### config.mk
export PLATFORM = sky130hd
export DESIGN_NAME = fosphor_top
export DESIGN_NICKNAME = d
export VERILOG_FILES = /design/src/common/fosphor_pkg.sv /design/src/hdl/fosphor_regs.sv /design/src/hdl/fosphor_top.sv /design/src/hdl/mag_scaler.sv /design/src/waterfall/wf_accum.sv
export SDC_FILE = /design/constraint.sdc
export NUM_CORES = 2
export LEC_CHECK = 0
export BUFFER_PORTS_ARGS = -buffer_cell sky130_fd_sc_hd__buf_4
export CORE_UTILIZATION = 25
export CTS_CLUSTER_DIAMETER = 80
export CTS_CLUSTER_SIZE = 28
export DETAILED_ROUTE_END_ITERATION = 6
export SYNTH_ARGS = -nofsm -noshare
export SYNTH_HDL_FRONTEND = slang
export SYNTH_HIERARCHICAL = 1
export SYNTH_SLANG_ARGS = --single-unit
### constraint.sdc
create_clock -name ce_clk -period 39.1 [get_ports ce_clk]
set_input_delay 11.73 -clock ce_clk [delete_from_list [all_inputs] [get_ports ce_clk]]
set_output_delay 11.73 -clock ce_clk [all_outputs]
set_load 0.03 [all_outputs]
### src/common/fosphor_pkg.sv
/*
  Shared definitions for the fosphor waterfall core and its testbench.
  Holds register addresses, stream and configuration structs and the
  waterfall divider table. Import it wherever these names are needed.
*/

`default_nettype none

package fosphor_pkg;

  // --------------------------------------------------------------------------
  // Widths
  // --------------------------------------------------------------------------

  // One FFT bin magnitude
  localparam int SAMPLE_W = 16;

  // Sum of up to 257 full-scale samples still fits
  localparam int ACC_W = 25;

  // Register port
  localparam int REG_ADDR_W = 8;
  localparam int REG_DATA_W = 32;

  // --------------------------------------------------------------------------
  // Register map
  // --------------------------------------------------------------------------

  // Bit 1 enables the waterfall, bit 0 is unused and reads 0
  localparam logic [REG_ADDR_W-1:0] REG_ENABLE   = 8'h00;
  // Write bit 1 to restart the group, reads 0
  localparam logic [REG_ADDR_W-1:0] REG_CLEAR    = 8'h04;
  localparam logic [REG_ADDR_W-1:0] REG_OFFSET   = 8'h08;
  localparam logic [REG_ADDR_W-1:0] REG_SCALE    = 8'h0C;
  // Bit 7 mode, bits 1:0 divider
  localparam logic [REG_ADDR_W-1:0] REG_WF_CTRL  = 8'h10;
  localparam logic [REG_ADDR_W-1:0] REG_WF_DECIM = 8'h14;

  // Average mode shift per divider setting: 1/1, 1/8, 1/64, 1/256
  localparam logic [3:0][3:0] WF_SHIFT = {4'd8, 4'd6, 4'd3, 4'd0};

  // --------------------------------------------------------------------------
  // Types
  // --------------------------------------------------------------------------

  typedef enum logic [0:0] {
    WF_MAX_HOLD = 1'b0,
    WF_AVERAGE  = 1'b1
  } wf_mode_e;

  // One stream beat, last marks the final bin of a packet
  typedef struct packed {
    logic [SAMPLE_W-1:0] data;
    logic                last;
  } bin_beat_t;

  // Scaler settings
  typedef struct packed {
    logic [15:0] offset;
    logic [15:0] gain;
  } scale_cfg_t;

  // Waterfall settings, a group is decim + 2 packets
  typedef struct packed {
    logic       en;
    wf_mode_e   mode;
    logic [1:0] div;
    logic [7:0] decim;
  } wf_cfg_t;

endpackage

`default_nettype wire

### src/hdl/fosphor_regs.sv
/*
  Register bank of the fosphor core.
  Writes land on the edge where reg_wr is high, reads answer one cycle
  after reg_rd. Drives the scaler and waterfall settings and the clear pulse.
*/

`default_nettype none
`timescale 1ns/1ps

module fosphor_regs (
  input  logic                               ce_clk,
  input  logic                               reset,
  input  logic                               reg_wr,
  input  logic                               reg_rd,
  input  logic [fosphor_pkg::REG_ADDR_W-1:0] reg_addr,
  input  logic [fosphor_pkg::REG_DATA_W-1:0] reg_wdata,
  output logic [fosphor_pkg::REG_DATA_W-1:0] reg_rdata,
  output logic                               reg_rd_valid,
  output fosphor_pkg::scale_cfg_t            scale_cfg,
  output fosphor_pkg::wf_cfg_t               wf_cfg,
  output logic                               clear
);

  import fosphor_pkg::*;

  // Configuration fields at their own widths
  logic        en_wf;
  logic [15:0] offset;
  logic [15:0] gain;
  wf_mode_e    wf_mode;
  logic [1:0]  wf_div;
  logic [7:0]  wf_decim;

  // Read-back value for the current address
  logic [REG_DATA_W-1:0] rd_mux;

  // --------------------------------------------------------------------------
  // Write decode
  // --------------------------------------------------------------------------

  always_ff @(posedge ce_clk) begin
    if (reset) begin
      en_wf    <= 1'b0;
      offset   <= '0;
      gain     <= '0;
      wf_mode  <= WF_MAX_HOLD;
      wf_div   <= '0;
      wf_decim <= '0;
      clear    <= 1'b0;
    end else begin
      // Clear is a single-cycle strobe following the write
      clear <= reg_wr && (reg_addr == REG_CLEAR) && reg_wdata[1];
      if (reg_wr) begin
        case (reg_addr)
          REG_ENABLE:   en_wf    <= reg_wdata[1];
          REG_OFFSET:   offset   <= reg_wdata[15:0];
          REG_SCALE:    gain     <= reg_wdata[15:0];
          REG_WF_CTRL: begin
            wf_mode <= wf_mode_e'(reg_wdata[7]);
            wf_div  <= reg_wdata[1:0];
          end
          REG_WF_DECIM: wf_decim <= reg_wdata[7:0];
          default: ;
        endcase
      end
    end
  end

  // --------------------------------------------------------------------------
  // Read-back
  // --------------------------------------------------------------------------

  // Zero-extended fields, unmapped and REG_CLEAR read 0
  always_comb begin
    rd_mux = '0;
    case (reg_addr)
      REG_ENABLE:   rd_mux[1]    = en_wf;
      REG_OFFSET:   rd_mux[15:0] = offset;
      REG_SCALE:    rd_mux[15:0] = gain;
      REG_WF_CTRL: begin
        rd_mux[7]   = wf_mode;
        rd_mux[1:0] = wf_div;
      end
      REG_WF_DECIM: rd_mux[7:0]  = wf_decim;
      default: ;
    endcase
  end

  always_ff @(posedge ce_clk) begin
    if (reset) begin
      reg_rd_valid <= 1'b0;
    end else begin
      reg_rd_valid <= reg_rd;
    end
  end

  always_ff @(posedge ce_clk) begin
    if (reg_rd) begin
      reg_rdata <= rd_mux;
    end
  end

  // Settings out to the datapath
  assign scale_cfg = '{offset: offset, gain: gain};
  assign wf_cfg    = '{en: en_wf, mode: wf_mode, div: wf_div, decim: wf_decim};

endmodule

`default_nettype wire

### src/hdl/fosphor_top.sv
/*
  Top level of the single-clock fosphor waterfall core.
  Connects the register bank, the magnitude scaler and the waterfall
  accumulator. Feed FFT bin packets in, take decimated packets out.
*/

`default_nettype none
`timescale 1ns/1ps

module fosphor_top #(
  parameter int MAX_SPP = 128
) (
  input  logic                               ce_clk,
  input  logic                               reset,

  // Register port
  input  logic                               reg_wr,
  input  logic                               reg_rd,
  input  logic [fosphor_pkg::REG_ADDR_W-1:0] reg_addr,
  input  logic [fosphor_pkg::REG_DATA_W-1:0] reg_wdata,
  output logic [fosphor_pkg::REG_DATA_W-1:0] reg_rdata,
  output logic                               reg_rd_valid,

  // FFT bin input stream
  input  fosphor_pkg::bin_beat_t             in_beat,
  input  logic                               in_valid,
  output logic                               in_ready,

  // Waterfall output stream
  output fosphor_pkg::bin_beat_t             out_beat,
  output logic                               out_valid,
  input  logic                               out_ready
);

  import fosphor_pkg::*;

  // Configuration from the register bank
  scale_cfg_t scale_cfg;
  wf_cfg_t    wf_cfg;
  logic       clear;

  // Scaler to accumulator stream
  bin_beat_t  scaled_beat;
  logic       scaled_valid;
  logic       scaled_ready;

  fosphor_regs u_regs (
    .ce_clk       (ce_clk),
    .reset        (reset),
    .reg_wr       (reg_wr),
    .reg_rd       (reg_rd),
    .reg_addr     (reg_addr),
    .reg_wdata    (reg_wdata),
    .reg_rdata    (reg_rdata),
    .reg_rd_valid (reg_rd_valid),
    .scale_cfg    (scale_cfg),
    .wf_cfg       (wf_cfg),
    .clear        (clear)
  );

  mag_scaler u_scaler (
    .ce_clk       (ce_clk),
    .reset        (reset),
    .scale_cfg    (scale_cfg),
    .in_beat      (in_beat),
    .in_valid     (in_valid),
    .in_ready     (in_ready),
    .scaled_beat  (scaled_beat),
    .scaled_valid (scaled_valid),
    .scaled_ready (scaled_ready)
  );

  wf_accum #(
    .MAX_SPP (MAX_SPP)
  ) u_wf_accum (
    .ce_clk       (ce_clk),
    .reset        (reset),
    .wf_cfg       (wf_cfg),
    .clear        (clear),
    .scaled_beat  (scaled_beat),
    .scaled_valid (scaled_valid),
    .scaled_ready (scaled_ready),
    .out_beat     (out_beat),
    .out_valid    (out_valid),
    .out_ready    (out_ready)
  );

endmodule

`default_nettype wire

### src/hdl/mag_scaler.sv
/*
  Magnitude scaler, one valid/ready register stage.
  Each bin sample has the offset removed with a floor at zero, is
  multiplied by the gain in 8.8 fixed point and saturated to 16 bits.
*/

`default_nettype none
`timescale 1ns/1ps

module mag_scaler (
  input  logic                    ce_clk,
  input  logic                    reset,
  input  fosphor_pkg::scale_cfg_t scale_cfg,
  input  fosphor_pkg::bin_beat_t  in_beat,
  input  logic                    in_valid,
  output logic                    in_ready,
  output fosphor_pkg::bin_beat_t  scaled_beat,
  output logic                    scaled_valid,
  input  logic                    scaled_ready
);

  import fosphor_pkg::*;

  logic [SAMPLE_W-1:0]   diff;
  logic [2*SAMPLE_W-1:0] product;
  logic [SAMPLE_W-1:0]   result;

  // Offset subtraction, negative results floor at 0
  assign diff = (in_beat.data > scale_cfg.offset) ? (in_beat.data - scale_cfg.offset) : '0;

  // Gain has 8 fractional bits
  assign product = diff * scale_cfg.gain;

  // Anything above bit 23 overflows the 16-bit output
  assign result = (|product[2*SAMPLE_W-1:SAMPLE_W+8]) ? '1 : product[SAMPLE_W+7:8];

  // Stage can take a beat when empty or draining
  assign in_ready = ~scaled_valid | scaled_ready;

  always_ff @(posedge ce_clk) begin
    if (reset) begin
      scaled_valid <= 1'b0;
    end else if (in_ready) begin
      scaled_valid <= in_valid;
    end
  end

  // Payload, last passes straight through
  always_ff @(posedge ce_clk) begin
    if (in_valid && in_ready) begin
      scaled_beat.data <= result;
      scaled_beat.last <= in_beat.last;
    end
  end

endmodule

`default_nettype wire

### src/waterfall/wf_accum.sv
/*
  Waterfall accumulator.
  Folds each group of decim + 2 packets into one packet of the same
  length, by per-bin maximum or by per-bin sum with a divider shift.
  The last packet of a group streams the result out, one beat per bin.
*/

`default_nettype none
`timescale 1ns/1ps

module wf_accum #(
  parameter int MAX_SPP = 128
) (
  input  logic                   ce_clk,
  input  logic                   reset,
  input  fosphor_pkg::wf_cfg_t   wf_cfg,
  input  logic                   clear,
  input  fosphor_pkg::bin_beat_t scaled_beat,
  input  logic                   scaled_valid,
  output logic                   scaled_ready,
  output fosphor_pkg::bin_beat_t out_beat,
  output logic                   out_valid,
  input  logic                   out_ready
);

  import fosphor_pkg::*;

  localparam int IDX_W = (MAX_SPP > 1) ? $clog2(MAX_SPP) : 1;
  // Counts up to 256 packets within a group
  localparam int CNT_W = 9;

  // Per-bin partial result of the current group
  logic [ACC_W-1:0]    bin_mem [MAX_SPP];

  logic [IDX_W-1:0]    bin_idx;
  logic [CNT_W-1:0]    pkt_cnt;
  logic [CNT_W-1:0]    last_pkt;

  logic                xfer;
  logic                take;
  logic                first_pkt;
  logic                final_pkt;

  logic [ACC_W-1:0]    sample_ext;
  logic [ACC_W-1:0]    stored;
  logic [ACC_W-1:0]    combined;
  logic [ACC_W-1:0]    shifted;
  logic [SAMPLE_W-1:0] out_data;

  // --------------------------------------------------------------------------
  // Handshake and group position
  // --------------------------------------------------------------------------

  // Only a stalled output blocks the input
  assign scaled_ready = ~(out_valid & ~out_ready);
  assign xfer         = scaled_valid & scaled_ready;

  // Beats are dropped when disabled or on a clear cycle
  assign take = xfer & wf_cfg.en & ~clear;

  assign last_pkt  = CNT_W'(wf_cfg.decim) + CNT_W'(1);
  assign first_pkt = (pkt_cnt == '0);
  assign final_pkt = (pkt_cnt >= last_pkt);

  // --------------------------------------------------------------------------
  // Combine datapath
  // --------------------------------------------------------------------------

  assign sample_ext = ACC_W'(scaled_beat.data);
  assign stored     = bin_mem[bin_idx];

  always_comb begin
    if (wf_cfg.mode == WF_MAX_HOLD) begin
      combined = (stored > sample_ext) ? stored : sample_ext;
      shifted  = combined;
    end else begin
      combined = stored + sample_ext;
      shifted  = combined >> WF_SHIFT[wf_cfg.div];
    end
  end

  // Clip to the output sample width
  assign out_data = (|shifted[ACC_W-1:SAMPLE_W]) ? '1 : shifted[SAMPLE_W-1:0];

  // First packet seeds the bins, middle packets fold in
  always_ff @(posedge ce_clk) begin
    if (take && !final_pkt) begin
      bin_mem[bin_idx] <= first_pkt ? sample_ext : combined;
    end
  end

  // --------------------------------------------------------------------------
  // Counters and output valid
  // --------------------------------------------------------------------------

  always_ff @(posedge ce_clk) begin
    if (reset) begin
      bin_idx   <= '0;
      pkt_cnt   <= '0;
      out_valid <= 1'b0;
    end else begin
      if (out_valid && out_ready) begin
        out_valid <= 1'b0;
      end
      if (clear || !wf_cfg.en) begin
        bin_idx <= '0;
        pkt_cnt <= '0;
      end else if (xfer) begin
        if (scaled_beat.last) begin
          bin_idx <= '0;
          pkt_cnt <= final_pkt ? '0 : pkt_cnt + 1'b1;
        end else if (bin_idx != IDX_W'(MAX_SPP - 1)) begin
          // Overlong packets keep folding into the top bin
          bin_idx <= bin_idx + 1'b1;
        end
        if (final_pkt) begin
          out_valid <= 1'b1;
        end
      end
    end
  end

  // Result beat of the final packet, last copied from the input
  always_ff @(posedge ce_clk) begin
    if (take && final_pkt) begin
      out_beat.data <= out_data;
      out_beat.last <= scaled_beat.last;
    end
  end

endmodule

`default_nettype wire
-- Word level (Yosys, flattened, before mapping)
Memory sizes are Yosys's and may differ from the RTL's. A register that Yosys moved wholly into a read port is not among the register bits.
Index checks and enable logic that the tools add are counted.
- bits in read-only memories: 0
- output and inout bits: 52
- RAM bits: 3200
- flip-flop bits (word level): 114
- latch bits: 0
- memories kept: 1
- logic and storage cells: 89
- equal/unequal tests: 6
- mux-type cells: 23
- reductions and logical operators: 22
- div/mod/pow operators: 0
- add/subtract/negate cells: 5
- bitwise operators: 9
- shift operators: 1
- order comparisons: 4
- multiply operators: 1
- memory list (memory ; depth ; bits a word ; rd ports ; clocked after Yosys merged registers in ; write ports ; RTL line ; RTL):
    u_wf_accum.bin_mem ; 128 ; 25 ; 1 ; 1 ; 1 ; wf_accum.sv:33 ; logic [ACC_W-1:0] bin_mem [MAX_SPP];
- operator list (kind ; count):
    25-bit 2-to-1 mux ; 4
    16-bit by 16-bit multiplier with 32-bit output ; 1
    7-bit 2-to-1 mux ; 4
    25-bit by 16-bit adder with 25-bit output ; 1
    25-bit by 16-bit greater-than comparator with 1-bit output ; 1
    25-bit by 4-bit >> shifter with 25-bit output ; 1
    8-bit by 4-bit == test with 1-bit output (second input constant) ; 2
    8-bit by 5-bit == test with 1-bit output (second input constant) ; 2
    16-bit greater-than comparator ; 1
    16-bit 2-to-1 mux ; 1
    8-bit one-hot mux with 2 select lines ; 1
    16-bit subtractor ; 1
    5-bit one-hot mux with 3 select lines ; 1
    2-bit AND reduction ; 7
    8-bit by 1-bit adder with 9-bit output (second input constant) ; 1
    9-bit by 1-bit adder with 9-bit output (second input constant) ; 1
    9-bit >= comparator ; 1
    9-bit logical NOT ; 1
    9-bit 2-to-1 mux ; 1
    9-bit OR reduction ; 1
    4-bit binary-select mux with 2-bit select ; 1
    8-bit by 3-bit == test with 1-bit output (second input constant) ; 1
    8-bit logical NOT ; 1
    1-bit one-hot mux with 4 select lines ; 2
    other kinds (15) ; 32

-- Depth between registers and ports, before layout
- word-level depth: 9
- gate-level depth with buffers: 37

-- Modules after synthesis
The synthesis kept the hierarchy.
- modules (own cells, without submodules) (module ; area each (µm²) ; cells each ; seq. area each (µm²) ; times used):
    wf_accum ; 128814.8 ; 5895 ; 97083.1 ; 1
    mag_scaler ; 10669.0 ; 1260 ; 530.5 ; 1
    fosphor_regs ; 2897.8 ; 252 ; 1401.3 ; 1

-- Least setup slack after synthesis
No wires, ideal clock.
- path type: input to output
- start point: input out_ready
- end point: output in_ready
- data required time: 27.370 ns
- slack: 15.178 ns
- path buffers: 0
- stages on the path: 2
- arrival time: 12.192 ns
- cells stage by stage: nand2b_1 > nand2b_1
- longest elaborated chain between the ends: 4
- ends and longest elaborated chain (item ; RTL line ; RTL):
    start, declared ; fosphor_top.sv:32 ; input logic out_ready
    1-bit NOT ; wf_accum.sv:55 ; assign scaled_ready = ~(out_valid & ~out_ready);
    1-bit AND ; wf_accum.sv:55 ;
    1-bit NOT ; wf_accum.sv:55 ;
    1-bit bitwise OR ; mag_scaler.sv:38 ; assign in_ready = ~scaled_valid | scaled_ready;
    end, declared ; fosphor_top.sv:27 ; output logic in_ready,
Every way passes these cells.

-- Worst setup path after layout
- start point: input out_ready
- end point: output in_ready
- longest elaborated chain between the ends: 4
- ends and longest elaborated chain (item ; RTL line ; RTL):
    1-bit NOT ; wf_accum.sv:55 ;
    1-bit AND ; wf_accum.sv:55 ;
    1-bit NOT ; wf_accum.sv:55 ;
    net scaled_ready ; fosphor_top.sv:45 ; logic scaled_ready;
    1-bit bitwise OR ; mag_scaler.sv:38 ;
The timed path passes the listed nets, and every way through them passes these cells.

==> results.ini <==
[critical_path]
crit_fanout = 4
cp-end-kind = output port
worst-setup-path-type = input port to output port
cp-start-kind = input port
critPathArrivalTime_ns = 12.42
cp-startpoint = out_ready
reg2reg_from = u_regs/offset[1]
cp.required_ns = 27.37

[floorplanning]
die_area_um2 = 572500
coreArea_um2 = 566000
die_y_um = 756.7
ios = 115
die_w_um = 756.7
initial_core_util_pct = 25.16
num_rows = 276

[sta]
tns_ns = 0
fin_crit_ns = 24.15
max-slew-margin-rel_pct = 11.85
fin_skew_ns = 0.08384
hold_violations = 0
drv_slew = 0
rsz0062_at_grt = false
max_freq_mhz = 41.40
fin_crit_sh_pct = 61.77
setup_viol = 0
holdWs_ns = 0.5070
tightest_slew_ns = 1.310

[yosys]
synth_area_leaders = edfxtp_1, mux4_2, fa_1
synth-xor-area-share_pct = 0.4420
synth-compound-area-share_pct = 2.838
synth_edf_count = 3250
synth_top_cell_by_area = edfxtp_1
synth_simple_gate_area_share_pct = 4.142
async_flop_share_pct = 0
synth_adder_area_share_pct = 4.192
seq_area_frac_synth_pct = 69.54
synth_seq_cells = 3321
netlist.area_leader.share_pct = 68.54
ys.warnings.count = 6
syn_inst = 7407
ys_types = 118
syn_avg_cell_area_um2 = 19.22
synthMuxAreaShare_pct = 16.26
syn-cell-area_um2 = 142400
synth_flop_cell = edfxtp_1
synth_top_family_by_area = multiplexers

[grt]
grt_max_degree = 117
grt_pass1_vias = 72690
grt_overflow = 0
grt_pass1_wl_um = 529000
gr-usage-all-layers_pct = 12.53
antenna_found_initial = 35

[flow_run]
max-cap-violations = 0

[route]
drc = 0
wl_per_cell_um = 24.63
routed_wl_um = 371600
drtIter0Drc = 8949
dr_total_vias = 72360
ant_nets = 0
drtPass1Iterations = 6
avgViaCountPerCell = 4.798

[cells_and_area]
nNetsFinal = 7874
area_growth_pct = 10.81
drive_gt1_share_pct = 21.61
final_common_cell = edfxtp_1
stdcell_area_um2 = 157800
final_cell_mix = edfxtp_1, mux4_2, mux2i_1, inv_1, buf_4
instances_no_fill = 15080

[clocking]
tritoncts = done
htreeDepth = 4
cts.path.max_buffers = 4
cts_resized = 0
clockRootBuffer = clkbuf_16
clk_pin_slew_ns = 0.09
clkSinkCount = 3321
insertion_delay_ns = 0.91
cts_setup_buffers = 0
holdBufCountCts = 0
cts_buffers = 155

[power]
vdd_drop_max_uv = 43.36
clkPwrFrac_pct = 32.8
seq_power_share_pct = 65.6
p_sw_share_pct = 20.12
combinationalPowerShare_pct = 1.6
intPower_w = 0.004719
p_per_area_nw_per_um2 = 37.45
power.switching_w = 0.001189
p_total_w = 0.005908
power.leakage_nw = 48.40

[run_status]
outcome = completed

[placed_design]
dp_hpwl_um = 223200
dpl_cell_area_um2 = 152800
io_buffer_count = 82
place.gp.congestion = 0.8439
dp.cells = 14800

[worst_hold_path]
hold_path_class = flop to flop
hp-start = u_regs/offset[6]

[cells in the mapped netlist (23+ instances only)]
cell	count
xor2_1	33
nand2b_1	78
buf_1	33
ha_1	165
buf_6	49
dfxtp_1	71
nand2_1	242
clkbuf_1	157
a21oi_1	117
xnor2_1	37
mux4_2	847
edfxtp_1	3250
and3_1	124
nor2_1	252
a22oi_1	124
nand4_1	34
a211oi_1	25
nor2b_1	35
o22ai_1	23
buf_4	57
nor3_1	31
inv_1	309
nand3_1	164
o21ai_0	78
and2_1	58
buf_2	97
fa_1	195
mux2i_1	328
mux2_2	32
[cells by family after synthesis]
kind of cell	count (synthesis)
DFF	3321
muxes	1224
and+or+nand+nor	1129
buffers and inverters	725
AOI/OAI and AO/OA	576
adders and majority gates	360
xor gates and xnor gates	71
other	1
[power by group through the flow]
stage | logic (W) | clock network (W) | registers [W]
detailed placement | 0.0000958 | 0 | 0.00396
global route | 0.000104 | 0.00208 | 0.00387
CTS | 0.0000961 | 0.00198 | 0.00387
global placement | 0.0000920 | 0 | 0.00396
floorplan | 0.0000514 | 0 | 0.00396
finish | 0.0000967 | 0.00194 | 0.00387
[per-layer routing]
| layer | track usage (%) | wire, um | share of wire [%] |
|---|---|---|---|
| met5 | 0 | 45 | 0.012 |
| met4 | 3.148 | 9661 | 2.6 |
| met3 | 2.104 | 31270 | 8.4 |
| met2 | 20.56 | 176600 | 48 |
| met1 | 17.27 | 154000 | 41 |
[critical path, cell delays in order]
cell and delay, ns:
buf_4 0.11, nand2b_1 0.20, nand2b_1 0.20, buf_4 0.18
[cell type report]
cell class / count / area, um^2
clock buffer: 175 / 4091
sequential: 3321 / 99040
fill: 55340 / 408200
clock inverter: 60 / 742.0
antenna: 48 / 120.1
multi-input combinational: 3376 / 40990
inverter: 312 / 1171
tap: 7506 / 9392
timing repair buffer: 285 / 2227
[per-stage QoR]
step,util (%),worst slack (ns)
finish,27.88,14.95
global route,27.87,14.92
CTS,27.85,14.96
detailed placement,27.00,14.96
global placement,27.00,14.96
floorplan,-,15.18
[flip-flops by register name, indices dropped and copies added, names as in the netlist, 2 cells and up, named ones only]
| name | count |
|---|---|
| u_scaler/scaled_beat | 17 |
| u_wf_accum/bin_mem | 3200 |
| u_regs/wf_decim | 8 |
| u_regs/offset | 16 |
| u_regs/gain | 16 |
| u_wf_accum/pkt_cnt | 9 |
| u_regs/reg_rdata | 16 |
| u_wf_accum/bin_idx | 7 |
| u_wf_accum/out_beat | 17 |
| u_regs/wf_div | 2 |
[path summary, 6_finish.rpt]
kind	end	slack [ns]	cells after the start
setup reg to reg	u_scaler/scaled_beat[4]	27.60	31
hold / removal	u_regs/offset[6]	0.51	2
setup / recovery	in_ready	14.95	4
hold reg to reg	u_regs/offset[6]	0.51	2
Power figures use the tool's default switching activity.
